<file path="src/source/replacer_cfg.svh">
`ifndef REPLACER_CFG_SVH
`define REPLACER_CFG_SVH

// host word width in bits.
`define REPLACER_DATA_WIDTH 32

// entries in the PID table.
`define REPLACER_PID_SLOTS 4

// stored replacement packets, used round robin.
`define REPLACER_DATA_GROUPS 2

`endif

</file>
<file path="src/source/ts_pkg.sv">
package ts_pkg;

	// one byte of the transport stream.
	typedef logic [7:0] ts_byte_t;

	// packet identifier from the header.
	typedef logic [12:0] ts_pid_t;

	localparam ts_byte_t TS_SYNC_BYTE = 8'h47;

	localparam int TS_PKT_BYTES = 188;

	// four bytes per host word.
	localparam int TS_PKT_WORDS = TS_PKT_BYTES / 4;

	// output mode of the stream path.
	typedef enum logic {
		PASS,
		REPLACE
	} rep_state_t;

endpackage

</file>
<file path="src/source/replace_if.sv">
`timescale 1ns/1ns
`include "replacer_cfg.svh"

interface replace_if import ts_pkg::*; ();

	localparam int GROUP_W = (`REPLACER_DATA_GROUPS > 1) ? $clog2(`REPLACER_DATA_GROUPS) : 1;
	localparam int IDX_W = $clog2(TS_PKT_BYTES);

	logic replacing;
	logic [GROUP_W-1:0] group;
	logic [IDX_W-1:0] byte_idx;
	logic last;
	ts_byte_t rep_byte;

	modport fsm (output replacing, group, input byte_idx, last, rep_byte);

	modport counter (input replacing, output byte_idx, last);

	modport buffer (input group, byte_idx, output rep_byte);

endinterface

</file>
<file path="src/source/replace_fsm.sv">
`timescale 1ns/1ns
`include "replacer_cfg.svh"

module replace_fsm import ts_pkg::*; (
	input logic clk,
	input logic rst_n,
	input logic match_enable,
	input logic bypass,
	input ts_byte_t ts_in,
	input logic ts_in_valid,
	input logic ts_in_sync,
	output ts_pid_t hdr_pid,
	input logic hit,
	output ts_byte_t ts_out,
	output logic ts_out_valid,
	output logic ts_out_sync,
	output logic matched_state,
	replace_if.fsm rif
);

	ts_byte_t data_d1;
	ts_byte_t data_d2;
	ts_byte_t data_d3;
	logic [2:0] valid_d;
	logic [2:0] sync_d;
	rep_state_t state;
	logic hdr_seen;

	always_ff @(posedge clk) begin
		data_d1 <= ts_in;
		data_d2 <= data_d1;
		data_d3 <= data_d2;
	end

	always_ff @(posedge clk) begin
		if (!rst_n) begin
			valid_d <= '0;
			sync_d <= '0;
		end else begin
			valid_d <= {valid_d[1:0], ts_in_valid};
			sync_d <= {sync_d[1:0], ts_in_sync};
		end
	end

	// sync byte in stage two, PID bytes in stage one and on the input.
	assign hdr_seen = ts_in_valid && sync_d[1] && (data_d2 == TS_SYNC_BYTE);
	assign hdr_pid = {data_d1[4:0], ts_in};

	always_ff @(posedge clk) begin
		if (!rst_n) begin
			state <= PASS;
			rif.group <= '0;
		end else if (bypass) begin
			state <= PASS;
		end else if (hdr_seen) begin
			if (hit && match_enable) begin
				state <= REPLACE;
				if (rif.group == (`REPLACER_DATA_GROUPS - 1)) begin
					rif.group <= '0;
				end else begin
					rif.group <= rif.group + 1'b1;
				end
			end else begin
				state <= PASS;
			end
		end else if ((state == REPLACE) && valid_d[2] && rif.last) begin
			// packet fully replaced.
			state <= PASS;
		end
	end

	assign rif.replacing = (state == REPLACE);
	assign matched_state = rif.replacing;

	always_ff @(posedge clk) begin
		if (!rst_n) begin
			ts_out_valid <= 1'b0;
			ts_out_sync <= 1'b0;
		end else begin
			ts_out_valid <= valid_d[2];
			if (rif.replacing) begin
				ts_out_sync <= valid_d[2] && (rif.byte_idx == 0);
			end else begin
				ts_out_sync <= valid_d[2] && sync_d[2];
			end
		end
	end

	always_ff @(posedge clk) begin
		ts_out <= rif.replacing ? rif.rep_byte : data_d3;
	end

endmodule

</file>
<file path="src/flat_wrapper.sv">
// flat-port wrapper written by rule: the top's interface ports become plain ports
module replace_fsm_flat import ts_pkg::*;
  (clk, rst_n, match_enable, bypass, ts_in, ts_in_valid, ts_in_sync, hdr_pid, hit, ts_out, ts_out_valid, ts_out_sync, matched_state, rif_replacing, rif_group, rif_byte_idx, rif_last, rif_rep_byte);
  replace_if rif_i ();
  input logic clk;
  input logic rst_n;
  input logic match_enable;
  input logic bypass;
  input ts_byte_t ts_in;
  input logic ts_in_valid;
  input logic ts_in_sync;
  output ts_pid_t hdr_pid;
  input logic hit;
  output ts_byte_t ts_out;
  output logic ts_out_valid;
  output logic ts_out_sync;
  output logic matched_state;
  output wire logic [$bits(rif_i.replacing)-1:0] rif_replacing;
  output wire logic [$bits(rif_i.group)-1:0] rif_group;
  input wire logic [$bits(rif_i.byte_idx)-1:0] rif_byte_idx;
  input wire logic [$bits(rif_i.last)-1:0] rif_last;
  input wire logic [$bits(rif_i.rep_byte)-1:0] rif_rep_byte;
  assign rif_replacing = rif_i.replacing;
  assign rif_group = rif_i.group;
  assign rif_i.byte_idx = rif_byte_idx;
  assign rif_i.last = rif_last;
  assign rif_i.rep_byte = rif_rep_byte;
  replace_fsm u_core (.clk(clk), .rst_n(rst_n), .match_enable(match_enable), .bypass(bypass), .ts_in(ts_in), .ts_in_valid(ts_in_valid), .ts_in_sync(ts_in_sync), .hdr_pid(hdr_pid), .hit(hit), .ts_out(ts_out), .ts_out_valid(ts_out_valid), .ts_out_sync(ts_out_sync), .matched_state(matched_state), .rif(rif_i));
endmodule
</file>
<file path="config.mk">
export PLATFORM = sky130hd
export DESIGN_NAME = replace_fsm_flat
export DESIGN_NICKNAME = d
export VERILOG_FILES = /design/src/source/ts_pkg.sv /design/src/source/replace_if.sv /design/src/source/replace_fsm.sv /design/src/flat_wrapper.sv
export VERILOG_INCLUDE_DIRS = /design/src /design/src/source
export SDC_FILE = /design/constraint.sdc
export NUM_CORES = 1
export LEC_CHECK = 0
export BUFFER_PORTS_ARGS = -buffer_cell sky130_fd_sc_hd__buf_2
export CORE_MARGIN = 2
export CORE_UTILIZATION = 44
export DETAILED_ROUTE_END_ITERATION = 8
export HOLD_SLACK_MARGIN = 0.05
export PLACE_DENSITY = 0.76
export SLEW_MARGIN = 15
export SYNTH_ARGS = -nofsm -noshare
export SYNTH_HDL_FRONTEND = slang
export SYNTH_SLANG_ARGS = --single-unit
</file>
<file path="constraint.sdc">
create_clock -name clk -period 1.9 [get_ports clk]
set_clock_uncertainty 0.1 [all_clocks]
set_input_delay 0.095 -clock clk [delete_from_list [all_inputs] [get_ports clk]]
set_output_delay 0.095 -clock clk [all_outputs]
set_load 0.01 [all_outputs]
</file>
==> metrics.txt <==
# diodes 0; total setup buffers inserted after CTS 0; Clock Sinks 42; yosys warns 0; worst path required time ~2.1 ns; CTS Buf Count 5; DIE HEIGHT roughly 57 um; PwrDens slightly below 900 nW/um^2; antenna violations before repair 0; Worst-Margin Slew 0.458 ns; Worst Slack Setup Final 0.209 ns; Final ANT Viol Nets 0; Sw Ratio 20.3%; Critical Path Sink Type register; Tot Pwr approximately 1.6 mW; routed vias/inst around 4.3; clk buf depth 2; Crit Path Category input pin to register; first-pass GRT wire length around 3.8 mm; min-delay worst type input pin to register; final net count ~200; crit path time final 1.69 ns; syn_nets between 100 and 150; static leakage about 0.83 nW; Final Setup Violations 0; Crit Path Max Fanout 1; internal power component between 1 and 1.5 mW; PortBufs between 50 and 60; Cell Area, Placed ~1400 um^2; Die Footprint about 3200 um^2; crit path DAT about 1.9 ns; maximum vdd drop between 0.6 and 0.7 mV; DPL Wire Length roughly 1.5 mm; fin cells around 200; cells after synthesis 91; maximum clock rate approximately 590 MHz; Tcrit/Tclk final between 80 and 90%; pre-CTS WS between 0.3 and 0.4 ns; critical path startpoint category input pin; sequential share of power between 50% and 60%; core area approximately 2700 um^2; Seq/Total Area, Yosys about two thirds; Finished Cell Area around 1800 um^2; Max-Cap Viols 0; vias a little under 900; Logic pwr share roughly 8.3%; Routed WL approximately 2.3 mm; RSZ-0062 raised after global routing false; DRT Pass-1 Iters 4; CTS tree yes; Reg clk slew, reported paths around 0.11 ns; final hold viol count 0; area grow syn2layout 47.7%; Yosys reg bits between 40 and 50; fillers 189; final core utilization approximately two thirds; Placer Congestion about 0.64; DRC viols 0; max_slew headroom 69.4%; Final Max Tran Viols 0; std cell rows 19; Post-CTS Resized 0; gr usage total between 10% and 20%; cts hold-fix bufs 29; Synth cell types 17; fraction of layout instances using a drive strength above 1 between 40% and 50%; final setup TNS 0 ns; total placed cells including tap cells between 150 and 200; CTS HTree Levels 2; Syn Std Cell Area approximately 1200 um^2; Starting Density 45.2%; initial DRC count 5; die width ~57 um; Syn Area/Cell approximately 13 um^2; Net Switching 327 uW; maximum number of pins on one net before global-route repair 14; Congestion Overflow GR 0; drt wl/cell 11.3 um; Hold WS just under 0.08 ns; power share of the clock group between 30 and 40%; vias in the first global route between 900 and 1000; status finished, final reports clean; root buffer cell clkbuf_4; worst-skew pair later-pin latency about 0.34 ns; I/O pins just under 60
==> placed cells by master (no fill, tap or decap) <==
cell type      count
clkbuf_1           1
a21boi_0           1
nand4_1            1
nand2_1            2
nor3_1             1
or4b_4             1
mux2_2             8
buf_2             57
mux2i_1            2
clkinvlp_4         1
bufinv_16          1
nor2b_1            1
and2_1             7
nor4_4             1
clkbuf_4           5
nand3_1            3
dfxtp_1           42
nand3b_1           1
nor4_1             2
dlygate4sd3_1     29
nand2b_1           3
==> critical path, cell delays in order <==
cell           delay, ns
dlygate4sd3_1       0.54
buf_2               0.12
nor4_1              0.24
dlygate4sd3_1       0.60
nand3_1             0.08
a21boi_0            0.18
==> cell families after synthesis <==
kind of cell    after synthesis  synth area share, %
buf+inv                      15                 8.89
flops                        42                 68.6
mux                          10                 8.99
compound gates                1                0.613
simple gates                 23                 12.9
==> state kept, by name, indices dropped and copies added (netlist names) <==
name	flops
u_core.data_d1	8
u_core.data_d2	8
u_core.data_d3	8
u_core.ts_out	8
u_core.sync_d	3
u_core.valid_d	3
u_core.matched_state	1
u_core.rif.group	1
u_core.ts_out_sync	1
u_core.ts_out_valid	1
==> area by class of cell <==
class | count | area (um^2) | share of cell area [%]
sequential | 42 | 841 | 46.5
timing repair buffer | 86 | 576 | 31.8
multi-input combinational | 34 | 275 | 15.2
clock buffer | 6 | 41.3 | 2.28
tap | 31 | 38.8 | 2.14
clock inverter | 2 | 37.5 | 2.07
==> layer usage <==
layer / vias to the layer above / global-route usage [%] / wire length (um)
li1: 444 / - / -
met1: 386 / 15.6 / 877
met2: 35 / 28.2 / 1180
met3: 4 / 7.60 / 180
met4: 0 / 7.64 / 37
met5: - / 0 / 0
==> path summary, 6_finish.rpt <==
path	slack [ns]	depth (start not counted)	from	end
hold reg to reg	0.24	0	u_core.data_d1[7]	u_core.data_d2[7]
setup reg to reg	0.29	3	u_core.matched_state	u_core.matched_state
hold / removal	0.08	4	bypass	u_core.rif.group
setup / recovery	0.21	6	rif_byte_idx[3]	u_core.ts_out_sync
==> cell usage after synthesis <==
| library cell | count | area share, % |
|---|---|---|
| a21boi_0 | 1 | 0.61 |
| and2_1 | 7 | 3.6 |
| buf_4 | 14 | 8.6 |
| clkbuf_1 | 1 | 0.31 |
| dfxtp_1 | 42 | 69 |
| mux2_2 | 8 | 7.4 |
| mux2i_1 | 2 | 1.6 |
| nand2_1 | 2 | 0.61 |
| nand2b_1 | 3 | 1.5 |
| nand3_1 | 3 | 1.2 |
| nand3b_1 | 1 | 0.61 |
| nand4_1 | 1 | 0.51 |
| nor2b_1 | 1 | 0.51 |
| nor3_1 | 1 | 0.41 |
| nor4_1 | 2 | 1.0 |
| nor4_4 | 1 | 1.7 |
| or4b_4 | 1 | 1.1 |
==> power groups by stage <==
stage,Clock [mW],Sequential [mW],Combinational [mW]
floorplan,0,0.956,0.0463
global placement,0,0.953,0.0885
detailed placement,0,0.955,0.0911
CTS,0.558,0.935,0.133
global route,0.597,0.940,0.146
finish,0.544,0.934,0.134
Power figures use the tool's default switching activity.
