$ cat src/source/replacer_cfg.svh
`ifndef REPLACER_CFG_SVH
`define REPLACER_CFG_SVH

// host word width in bits.
`define REPLACER_DATA_WIDTH 32

// entries in the PID table.
`define REPLACER_PID_SLOTS 4

// stored replacement packets, used round robin.
`define REPLACER_DATA_GROUPS 2

`endif

$ cat src/source/ts_pkg.sv
package ts_pkg;

	// one byte of the transport stream.
	typedef logic [7:0] ts_byte_t;

	// packet identifier from the header.
	typedef logic [12:0] ts_pid_t;

	localparam ts_byte_t TS_SYNC_BYTE = 8'h47;

	localparam int TS_PKT_BYTES = 188;

	// four bytes per host word.
	localparam int TS_PKT_WORDS = TS_PKT_BYTES / 4;

	// output mode of the stream path.
	typedef enum logic {
		PASS,
		REPLACE
	} rep_state_t;

endpackage

$ cat src/source/regs_pkg.sv
`include "replacer_cfg.svh"

package regs_pkg;

	import ts_pkg::*;

	// PID table entry as seen by the host.
	typedef struct packed {
		logic [14:0] pad1;
		logic enable;
		logic [2:0] pad0;
		ts_pid_t pid;
	} pid_entry_t;

	// replacement word, also read as byte lanes.
	// lane 0 is the first byte on the stream.
	typedef union packed {
		logic [`REPLACER_DATA_WIDTH-1:0] word;
		ts_byte_t [`REPLACER_DATA_WIDTH/8-1:0] lanes;
	} rep_word_u;

endpackage

$ cat src/source/pid_table.sv
`timescale 1ns/1ns
`include "replacer_cfg.svh"

module pid_table import regs_pkg::*, ts_pkg::*; (
	input logic clk,
	input logic rst_n,
	input logic pid_wr,
	input logic [`REPLACER_DATA_WIDTH-1:0] pid_index,
	input pid_entry_t pid_word,
	output pid_entry_t out_pid,
	input ts_pid_t hdr_pid,
	output logic hit
);

	localparam int SLOTS = `REPLACER_PID_SLOTS;
	localparam int IDX_W = $clog2(SLOTS);

	ts_pid_t slot_pid [SLOTS];
	logic [SLOTS-1:0] slot_en;
	logic [IDX_W-1:0] slot_sel;
	logic index_ok;

	assign slot_sel = pid_index[IDX_W-1:0];
	assign index_ok = (pid_index < SLOTS);

	always_ff @(posedge clk) begin
		if (!rst_n) begin
			for (int i = 0; i < SLOTS; i++) begin
				slot_pid[i] <= '0;
			end
			slot_en <= '0;
		end else if (pid_wr && index_ok) begin
			slot_pid[slot_sel] <= pid_word.pid;
			slot_en[slot_sel] <= pid_word.enable;
		end
	end

	// readback with pads forced to zero.
	always_comb begin
		out_pid = '0;
		if (index_ok) begin
			out_pid.enable = slot_en[slot_sel];
			out_pid.pid = slot_pid[slot_sel];
		end
	end

	// all slots compared in parallel.
	always_comb begin
		hit = 1'b0;
		for (int i = 0; i < SLOTS; i++) begin
			if (slot_en[i] && (slot_pid[i] == hdr_pid)) begin
				hit = 1'b1;
			end
		end
	end

endmodule

$ cat config.mk
export PLATFORM = sky130hd
export DESIGN_NAME = pid_table
export DESIGN_NICKNAME = d
export VERILOG_FILES = /design/src/source/ts_pkg.sv /design/src/source/regs_pkg.sv /design/src/source/pid_table.sv
export VERILOG_INCLUDE_DIRS = /design/src /design/src/source
export SDC_FILE = /design/constraint.sdc
export NUM_CORES = 1
export LEC_CHECK = 0
export BUFFER_PORTS_ARGS = -buffer_cell sky130_fd_sc_hd__buf_2
export CORE_MARGIN = 5
export CORE_UTILIZATION = 41
export DETAILED_ROUTE_END_ITERATION = 6
export PLACE_DENSITY_LB_ADDON = 0.3
export SETUP_SLACK_MARGIN = 0.4
export SLEW_MARGIN = 40
export SYNTH_ARGS = -nofsm -noshare
export SYNTH_HDL_FRONTEND = slang
export SYNTH_SLANG_ARGS = --single-unit
export TNS_END_PERCENT = 30
$ cat constraint.sdc
create_clock -name clk -period 7.8 [get_ports clk]
set_clock_uncertainty 0.1 [all_clocks]
set_input_delay 0.78 -clock clk [delete_from_list [all_inputs] [get_ports clk]]
set_output_delay 0.78 -clock clk [all_outputs]
set_load 0.1 [all_outputs]
==> results.md, run 1 <==
Critical path:
- The worst setup path is captured at an output port.
- For the worst setup path, the data required time is 6920 ps.
- The arrival time of data at the critical path endpoint is approximately 3000 ps.
- The worst register-to-register path begins at slot_en[3].
- The critical path goes through buf_2 > nor4_1 > nand4_2 > or2_2 > and2b_1 > buf_2.
- The critical path's slowest cell is sky130_fd_sc_hd__or2_2.
- Of all nets on the critical path, the largest fanout is 22.
- In this design, the critical path's most frequently occurring cell is sky130_fd_sc_hd__buf_2.
- For this run, the slowest stage of the critical path takes 680 ps.
- The setup path with the least slack is of type in -> out.
- The type of element launching the critical path is a primary input.
- The startpoint of the worst setup timing path is pid_index[27].

Floorplanning:
- The area of the die is about 10000 um2.
- The die outline width is 101.9 um.
- Once the floorplan was initialized, standard cells occupied 42.10% of the core.
- From bottom edge to top edge, the die measures 101.9 um.
- The initialized floorplan defines 33 standard-cell rows.
- The core region is 8217 um2.
- For this design the top-level I/O count stands at 113.

Layout:
- The total inserted antenna cells is 0.
- The layout-stage area growth over the synthesis result is 15.70%.
- The post-layout utilization of the core is 48.71%.
- In the final layout, the share of cells above drive strength 1 is 31.81%.
- The area of all placed cells without fillers is around 4000 um2.
- After filler insertion, the fill cell instance count of the layout stands at 776.
- The area of the multi-input gates is 1698 um2.
- The sequential cells in the finished layout cover a total of 1642 um2.
- The finished layout holds about 450 standard cells, fillers aside.
- For this run, the post-layout net count is 429.

CTS:
- TritonCTS built the clock tree.
- Clock-pin slew was measured on the worst setup and hold paths at 90 ps.
- The insertion delay of the later-clocked pin in the worst-skew pair is 300 ps.
- The longest clock path from root to sink contains 2 buffers.
- The number of buffers inserted during clock tree synthesis is 5.
- The number of clock sinks seen by CTS is 56.
- The total of hold buffers inserted after clock tree synthesis is 0.
- The library cell used as clock root buffer is sky130_fd_sc_hd__clkbuf_8.
- After clock tree synthesis, the setup repair step added 0 buffers.
- The H-tree was split into 2 levels.
- The number of gates resized after CTS was 0.

STA:
- The number of max-slew violations in the final report was 0.
- The post-route clock period utilization is 49.70%.
- The worst slew margin relative to its limit is 57.83%.
- The setup-violating endpoint count in the final report is 0.
- The routed design could run at a clock period as short as between 3000 and 4000 ps.
- Setup repair after global routing left no endpoint under its margin.
- The number of hold-slack violations in the final timing report is 0.
- Derived from the worst setup path, the maximum achievable clock frequency is 258.0 MHz.
- Adding up every negative setup slack in the final design gives 0 ps.
- At the pin with the least slew margin, the transition time is approximately 630 ps.

Route:
- Dividing the detail-routed wire length by the instance count gives 19.07 um.
- The overall via count from detail_route is 2376.
- Dividing the detail-routed via count by the number of cells gives 5.233.
- The detailed-route DRC error count is 0.
- The number of nets still failing antenna checks after routing is 0.
- The total length of routed wires is about 8700 um.
- The first routing iteration left between 100 and 150 violations.
- The first detailed-routing pass ran for 4 iterations.

Power and ir drop:
- The static leakage power is 1.477 nW.
- VDD sags by at most between 0.08 and 0.09 mV.
- Power spread over the standard cell area amounts to 173.5 nW/um2.

Synth:
- The share of the synthesized area in the top cell type is 45.14%.
- The mapped netlist covers 3460 um2.
- Yosys mapped the design onto 30 distinct sky130hd cell types.
- The biggest area contributor in the post-synthesis netlist is sky130_fd_sc_hd__edfxtp_1.
- The fraction of registers with async set or reset after synthesis is 0%.
- Among all flip-flop cells after synthesis, the most frequent one is sky130_fd_sc_hd__edfxtp_1.
- During synthesis, Yosys emitted a total of 0 warnings.
- By area the synthesized netlist is led by sky130_fd_sc_hd__edfxtp_1 45%, sky130_fd_sc_hd__xnor2_1 13%, sky130_fd_sc_hd__and2_1 9.4%.
- The register area share after synthesis is 47.45%.
- Yosys mapped a number of flops with a built-in enable equal to 52.
- Synthesis inferred 56 register bits.
- The number of standard cells after synthesis is 288.
- The mean instance size in the synthesized netlist is ~12 um2.

Global route:
- The via count of the first global-routing pass is 2425.
- The initial antenna violation count is 0.
- The first global-routing pass estimated 12830 um of wire.
- The largest net degree at the start of global routing is 23.
- The sum of overflow across all layers after global routing is 0.
- Global routing consumed, over all layers together, 16.76% of the routing resources.

Placement:
- The routability congestion estimate is 0.8633.
- The placement-stage cell area is approximately 3900 um2.
- The count of buffers from port buffering is 76.
- Including well taps, the total number of placed cells is 447.
- Summed over all nets, the half-perimeter wirelength after detailed placement is 6295 um.

Run:
- The tool flagged a number of max-cap violations equal to 0.

Status:
- The run finished with clean final reports.

Hold path:
- The hold path startpoint is slot_en[1].
- The path class of the lowest-slack min-delay path is reg -> reg.
[path summary, 6_finish.rpt]
| kind | endpoint | slack [ps] | depth (start not counted) |
|---|---|---|---|
| setup / recovery | out_pid[12] | 3920 | 6 |
| hold / removal | slot_en[1] | 430 | 2 |
| setup reg to reg | slot_en[3] | 7000 | 2 |
| hold reg to reg | slot_en[1] | 430 | 2 |
[layout make-up]
cell class              instances  share of cell area [%]
clock inverters                 2                   1.500
flip-flops and latches         56                   41.01
well taps                     105                   3.282
clock buffers                   5                   1.719
repair buffers                 79                   10.07
multi-input cells             207                   42.42
[where the power goes]
group          switching (mW)  leakage, nW  internal (mW)  total [mW]
Sequential            0.00945        0.526          0.341       0.351
Clock                  0.0929       0.0642          0.126       0.219
Combinational          0.0807        0.887         0.0438       0.125
[cell usage in the layout (no fill, tap or decap), types with 5 or more instances in the layout]
cell type | Yosys | routed
sky130_fd_sc_hd__conb_1 | 1 | 18
sky130_fd_sc_hd__clkbuf_8 | 0 | 5
sky130_fd_sc_hd__nor2b_1 | 12 | 12
sky130_fd_sc_hd__nor4_1 | 11 | 11
sky130_fd_sc_hd__mux4_2 | 14 | 14
sky130_fd_sc_hd__buf_2 | 3 | 76
sky130_fd_sc_hd__and2_1 | 52 | 52
sky130_fd_sc_hd__edfxtp_1 | 52 | 52
sky130_fd_sc_hd__nand4_1 | 12 | 12
sky130_fd_sc_hd__xnor2_1 | 52 | 52
sky130_fd_sc_hd__nand2_1 | 7 | 7
[state kept, by name (all words and copies together), names as in the netlist]
name and flops:
slot_pid 52, slot_en 4
[synthesized netlist by cell type, drive strengths merged, types with 2 or more instances]
library cell and number:
clkbuf 16, xnor2 52, and2 52, nand2 7, o311ai 4, and2b 2
nand4 14, nor4 13, buf 26, mux4 14, nand2b 2, dfxtp 4
o31ai 4, o21ai 4, nand3b 2, nor2 2, nor2b 12, edfxtp 52
[per-layer routing]
layer | global-route usage (%) | vias up | wire [um]
li1 | - | 1109 | -
met1 | 22.02 | 1140 | 3369
met2 | 28.72 | 116 | 4239
met3 | 3.072 | 11 | 936
met4 | 4.440 | 0 | 111
met5 | 0 | - | 0
[cell families after synthesis]
logic type | count (synthesis) | synth area share [%]
xor gates and xnor gates | 52 | 13.16
and+or+nand+nor | 111 | 20.51
DFF | 56 | 47.45
muxes | 14 | 9.114
buffers and inverters | 42 | 7.197
AOI/OAI and AO/OA | 12 | 2.459
other | 1 | 0.1084
[worst max-delay path: cells and delay by family]
family	cells	cell delay, ps
buf+inv	2	510
simple gates	4	1710
[through the flow]
stage	total power, mW	hold slack (ps)	worst slack [ps]
5_1_grt	0.7196	487.7	3676
3_3_place_gp	0.4801	402.6	3922
6_report	0.6944	431.6	3923
4_1_cts	0.6991	432.6	3901
2_1_floorplan	0.4543	382.1	3741
3_5_place_dp	0.4825	419.0	3921
No activity file was read; power rests on OpenSTA's default activity.
==> run 2: changes to the inputs <==
==> constraint.sdc (replaced) <==
create_clock -name clk -period 3.45 [get_ports clk]
set_clock_uncertainty 0.1 [all_clocks]
set_input_delay 0.345 -clock clk [delete_from_list [all_inputs] [get_ports clk]]
set_output_delay 0.345 -clock clk [all_outputs]
set_load 0.1 [all_outputs]
==> run 2 against run 1 <==
Against the previous run:
- first-iteration DRC count rose by 5.8%
- core utilization fell by 0.35 points
- non-clock buffer count rose by 10
- critical path depth fell by 1
- critical path type is now reg -> out
- die area did not move
==> results.md, run 2 (same netlist as run 1, synthesis figures left out) <==
Layout:
- The total inserted antenna cells is 0 (unchanged).
- The share of final-layout standard cells stronger than drive strength 1 is 32.22% (+0.42 points).
- Relative to the synthesized area, the layout overhead comes to 14.86%.
- The number of flip-flops under the largest register name is 52 (unchanged).
- More flip-flops sit in one register than any other, and that register is slot_pid.
- The number of filler instances in the final layout was 792 (+2.1%).
- The most common cell after layout, fill and taps aside is sky130_fd_sc_hd__buf_2.
- The count of placed standard cells in the final layout, fillers left out is 465 (+2.4%).
- The final net count is 439 (+2.3%).
- The library cells used most frequently in the layout, excluding fill and tap cells, are 76 x sky130_fd_sc_hd__buf_2, 52 x sky130_fd_sc_hd__and2_1, 52 x sky130_fd_sc_hd__xnor2_1, 52 x sky130_fd_sc_hd__edfxtp_1, 18 x sky130_fd_sc_hd__conb_1.
- The post-layout utilization of the core is 48.36% (-0.35 points).
- The largest registers in the layout are slot_pid: 52 flops, slot_en: 4 flops.
- The area of all placed cells without fillers is 3974 um2 (-0.72%).

Run:
- The max-cap violation count is 0 (unchanged).

Route:
- The detail-routed via count per cell is 5.125 (-2.1%).
- The detailed-route DRC error count is 0 (unchanged).
- The number of nets still failing antenna checks after routing came to 0 (unchanged).
- The overall via count from detail_route is 2383 (+0.29%).
- The total iterations of the first detailed-routing run is 4 (unchanged).
- The number of DRC markers after the initial detailed-route iteration came to 145 (+5.8%).
- The post-detailed-route wirelength per cell came to 18.39 um (-3.5%).
- The total length of routed wires is 8553 um (-1.2%).

CTS:
- The post-CTS setup repair buffer count is 0 (unchanged).
- The maximum count of clock buffers along a single path is 2 (unchanged).
- The number of clock sinks seen by CTS is 56 (unchanged).
- The total of hold buffers inserted after clock tree synthesis came to 0 (unchanged).
- CTS placed an instance of sky130_fd_sc_hd__clkbuf_8 at the clock tree root.
- The number of instances resized during post-cts repair is 0 (unchanged).
- The CTS tree is yes.
- The maximum level of the CTS H-tree is 2 (unchanged).
- The insertion delay of the later-clocked pin in the worst-skew pair is 300 ps (about the same).
- The register clock-pin slew on the reported worst setup and hold paths is 100 ps (about the same).
- The number of buffers inserted during clock tree synthesis is 5 (unchanged).

Critical path:
- The arrival time of data at the critical path endpoint is 2150 ps (-850 ps).
- The worst setup path is of the reg -> out kind.
- STA classifies the critical path startpoint as a register.
- The maximum net fanout on the critical path is 2 (-91%).
- The data required time at the worst endpoint is 3000 ps (-3920 ps).
- STA classifies the critical path endpoint as an output port.

Power and ir drop:
- The cell area power density is 362.7 nW/um2 (+110%).
- The total chip power is 1.441 mW (+110%).
- The static leakage power is 1.475 nW (-0.13%).
- The worst voltage drop across the vdd grid is 0.1951 mV (+140%).

Global route:
- The largest net degree at the start of global routing is 23 (unchanged).
- The global router's overall resource usage is 16.67% (-0.089 points).
- The wire length of the first global-routing pass is 12760 um (-0.54%).
- The sum of overflow across all layers after global routing was 0 (unchanged).
- The via count of the first global-routing pass came to 2421 (-0.16%).
- The initial antenna violation count is 0 (unchanged).

STA:
- The number of hold-slack violations in the final timing report is 0 (unchanged).
- The setup-violating endpoint count in the final report is 0 (unchanged).
- The worst path needs 2599 ps of the cycle, external delays included.
- After layout, the worst path uses 75.33% of the clock period.
- The number of max-slew violations in the final report is 0 (unchanged).
- The worst hold margin is 240.5 ps (-191.1 ps).
- Setup repair after global routing left no endpoint under its margin.
- The worst slew margin relative to its limit is 57.42% (-0.41 points).
- The final setup TNS was 0 ps (unchanged).
- The worst setup slack after layout is 851.1 ps (-3072 ps).
- The pin slew with the least headroom to its limit is 638.7 ps (+10.91 ps).
- The maximum frequency from static timing analysis is 384.8 MHz.

Hold path:
- The tightest min-delay check is of the in -> reg type.

Placement:
- The routability congestion estimate is 0.8579 (-0.63%).
- The pre-CTS setup slack is 836.2 ps (-3085 ps).
- The final HPWL from detailed placement came to 6320 um (+0.40%).
- The count of buffers from port buffering is 76 (unchanged).
- The placement-stage cell area is 3884 um2 (+0.26%).
- The instance count after placement with tap cells included was 457 (+2.2%).

Floorplanning:
- The die outline width is 101.9 um (unchanged).
- The number of placement rows is 33 (unchanged).
- The floorplan die height is 101.9 um (unchanged).
- The count of pins on the block boundary came to 113 (unchanged).
- The core area is 8217 um2 (unchanged).
- The area of the die came to 10380 um2 (unchanged).
- The starting utilization of the core area is 42.10% (unchanged).

Status:
- The run finished with clean final reports.
[run 2: layout make-up]
type / count / area (um2) / area share [%]
flip-flops and latches: 56 / 1642 / 41.31
multi-input cells: 207 / 1633 / 41.09
clock buffers: 5 / 68.82 / 1.732
well taps: 105 / 131.4 / 3.306
repair buffers: 89 / 478.0 / 12.03
clock inverters: 3 / 21.27 / 0.5353
[run 2: per-layer routing]
layer | track usage (%) | part of all wire (%)
met1 | 22.54 | 43
met2 | 28.47 | 48
met3 | 3.276 | 8.0
met4 | 2.926 | 0.82
met5 | 0 | 0
[run 2: worst paths after layout]
| path | depth (start not counted) | from | endpoint | slack [ps] |
|---|---|---|---|---|
| hold reg to reg | 2 | slot_en[1] | slot_en[1] | 440 |
| hold / removal | 2 | pid_word[8] | slot_pid[1][8] | 240 |
| setup / recovery | 5 | slot_pid[3][1] | hit | 850 |
| setup reg to reg | 2 | slot_en[0] | slot_en[0] | 2670 |
[run 2: critical path, cell delays in order (launching register included)]
cell                       delay [ps]
sky130_fd_sc_hd__edfxtp_1         410
sky130_fd_sc_hd__xnor2_1          310
sky130_fd_sc_hd__nand4_1          190
sky130_fd_sc_hd__nor4_1           320
sky130_fd_sc_hd__or4_1            190
sky130_fd_sc_hd__buf_2            430
[run 2: where the power goes]
part	leakage, nW	switching, mW	internal (mW)
registers	0.526	0.0211	0.771
logic	0.903	0.181	0.102
clock network	0.0466	0.220	0.146
total	1.48	0.422	1.02
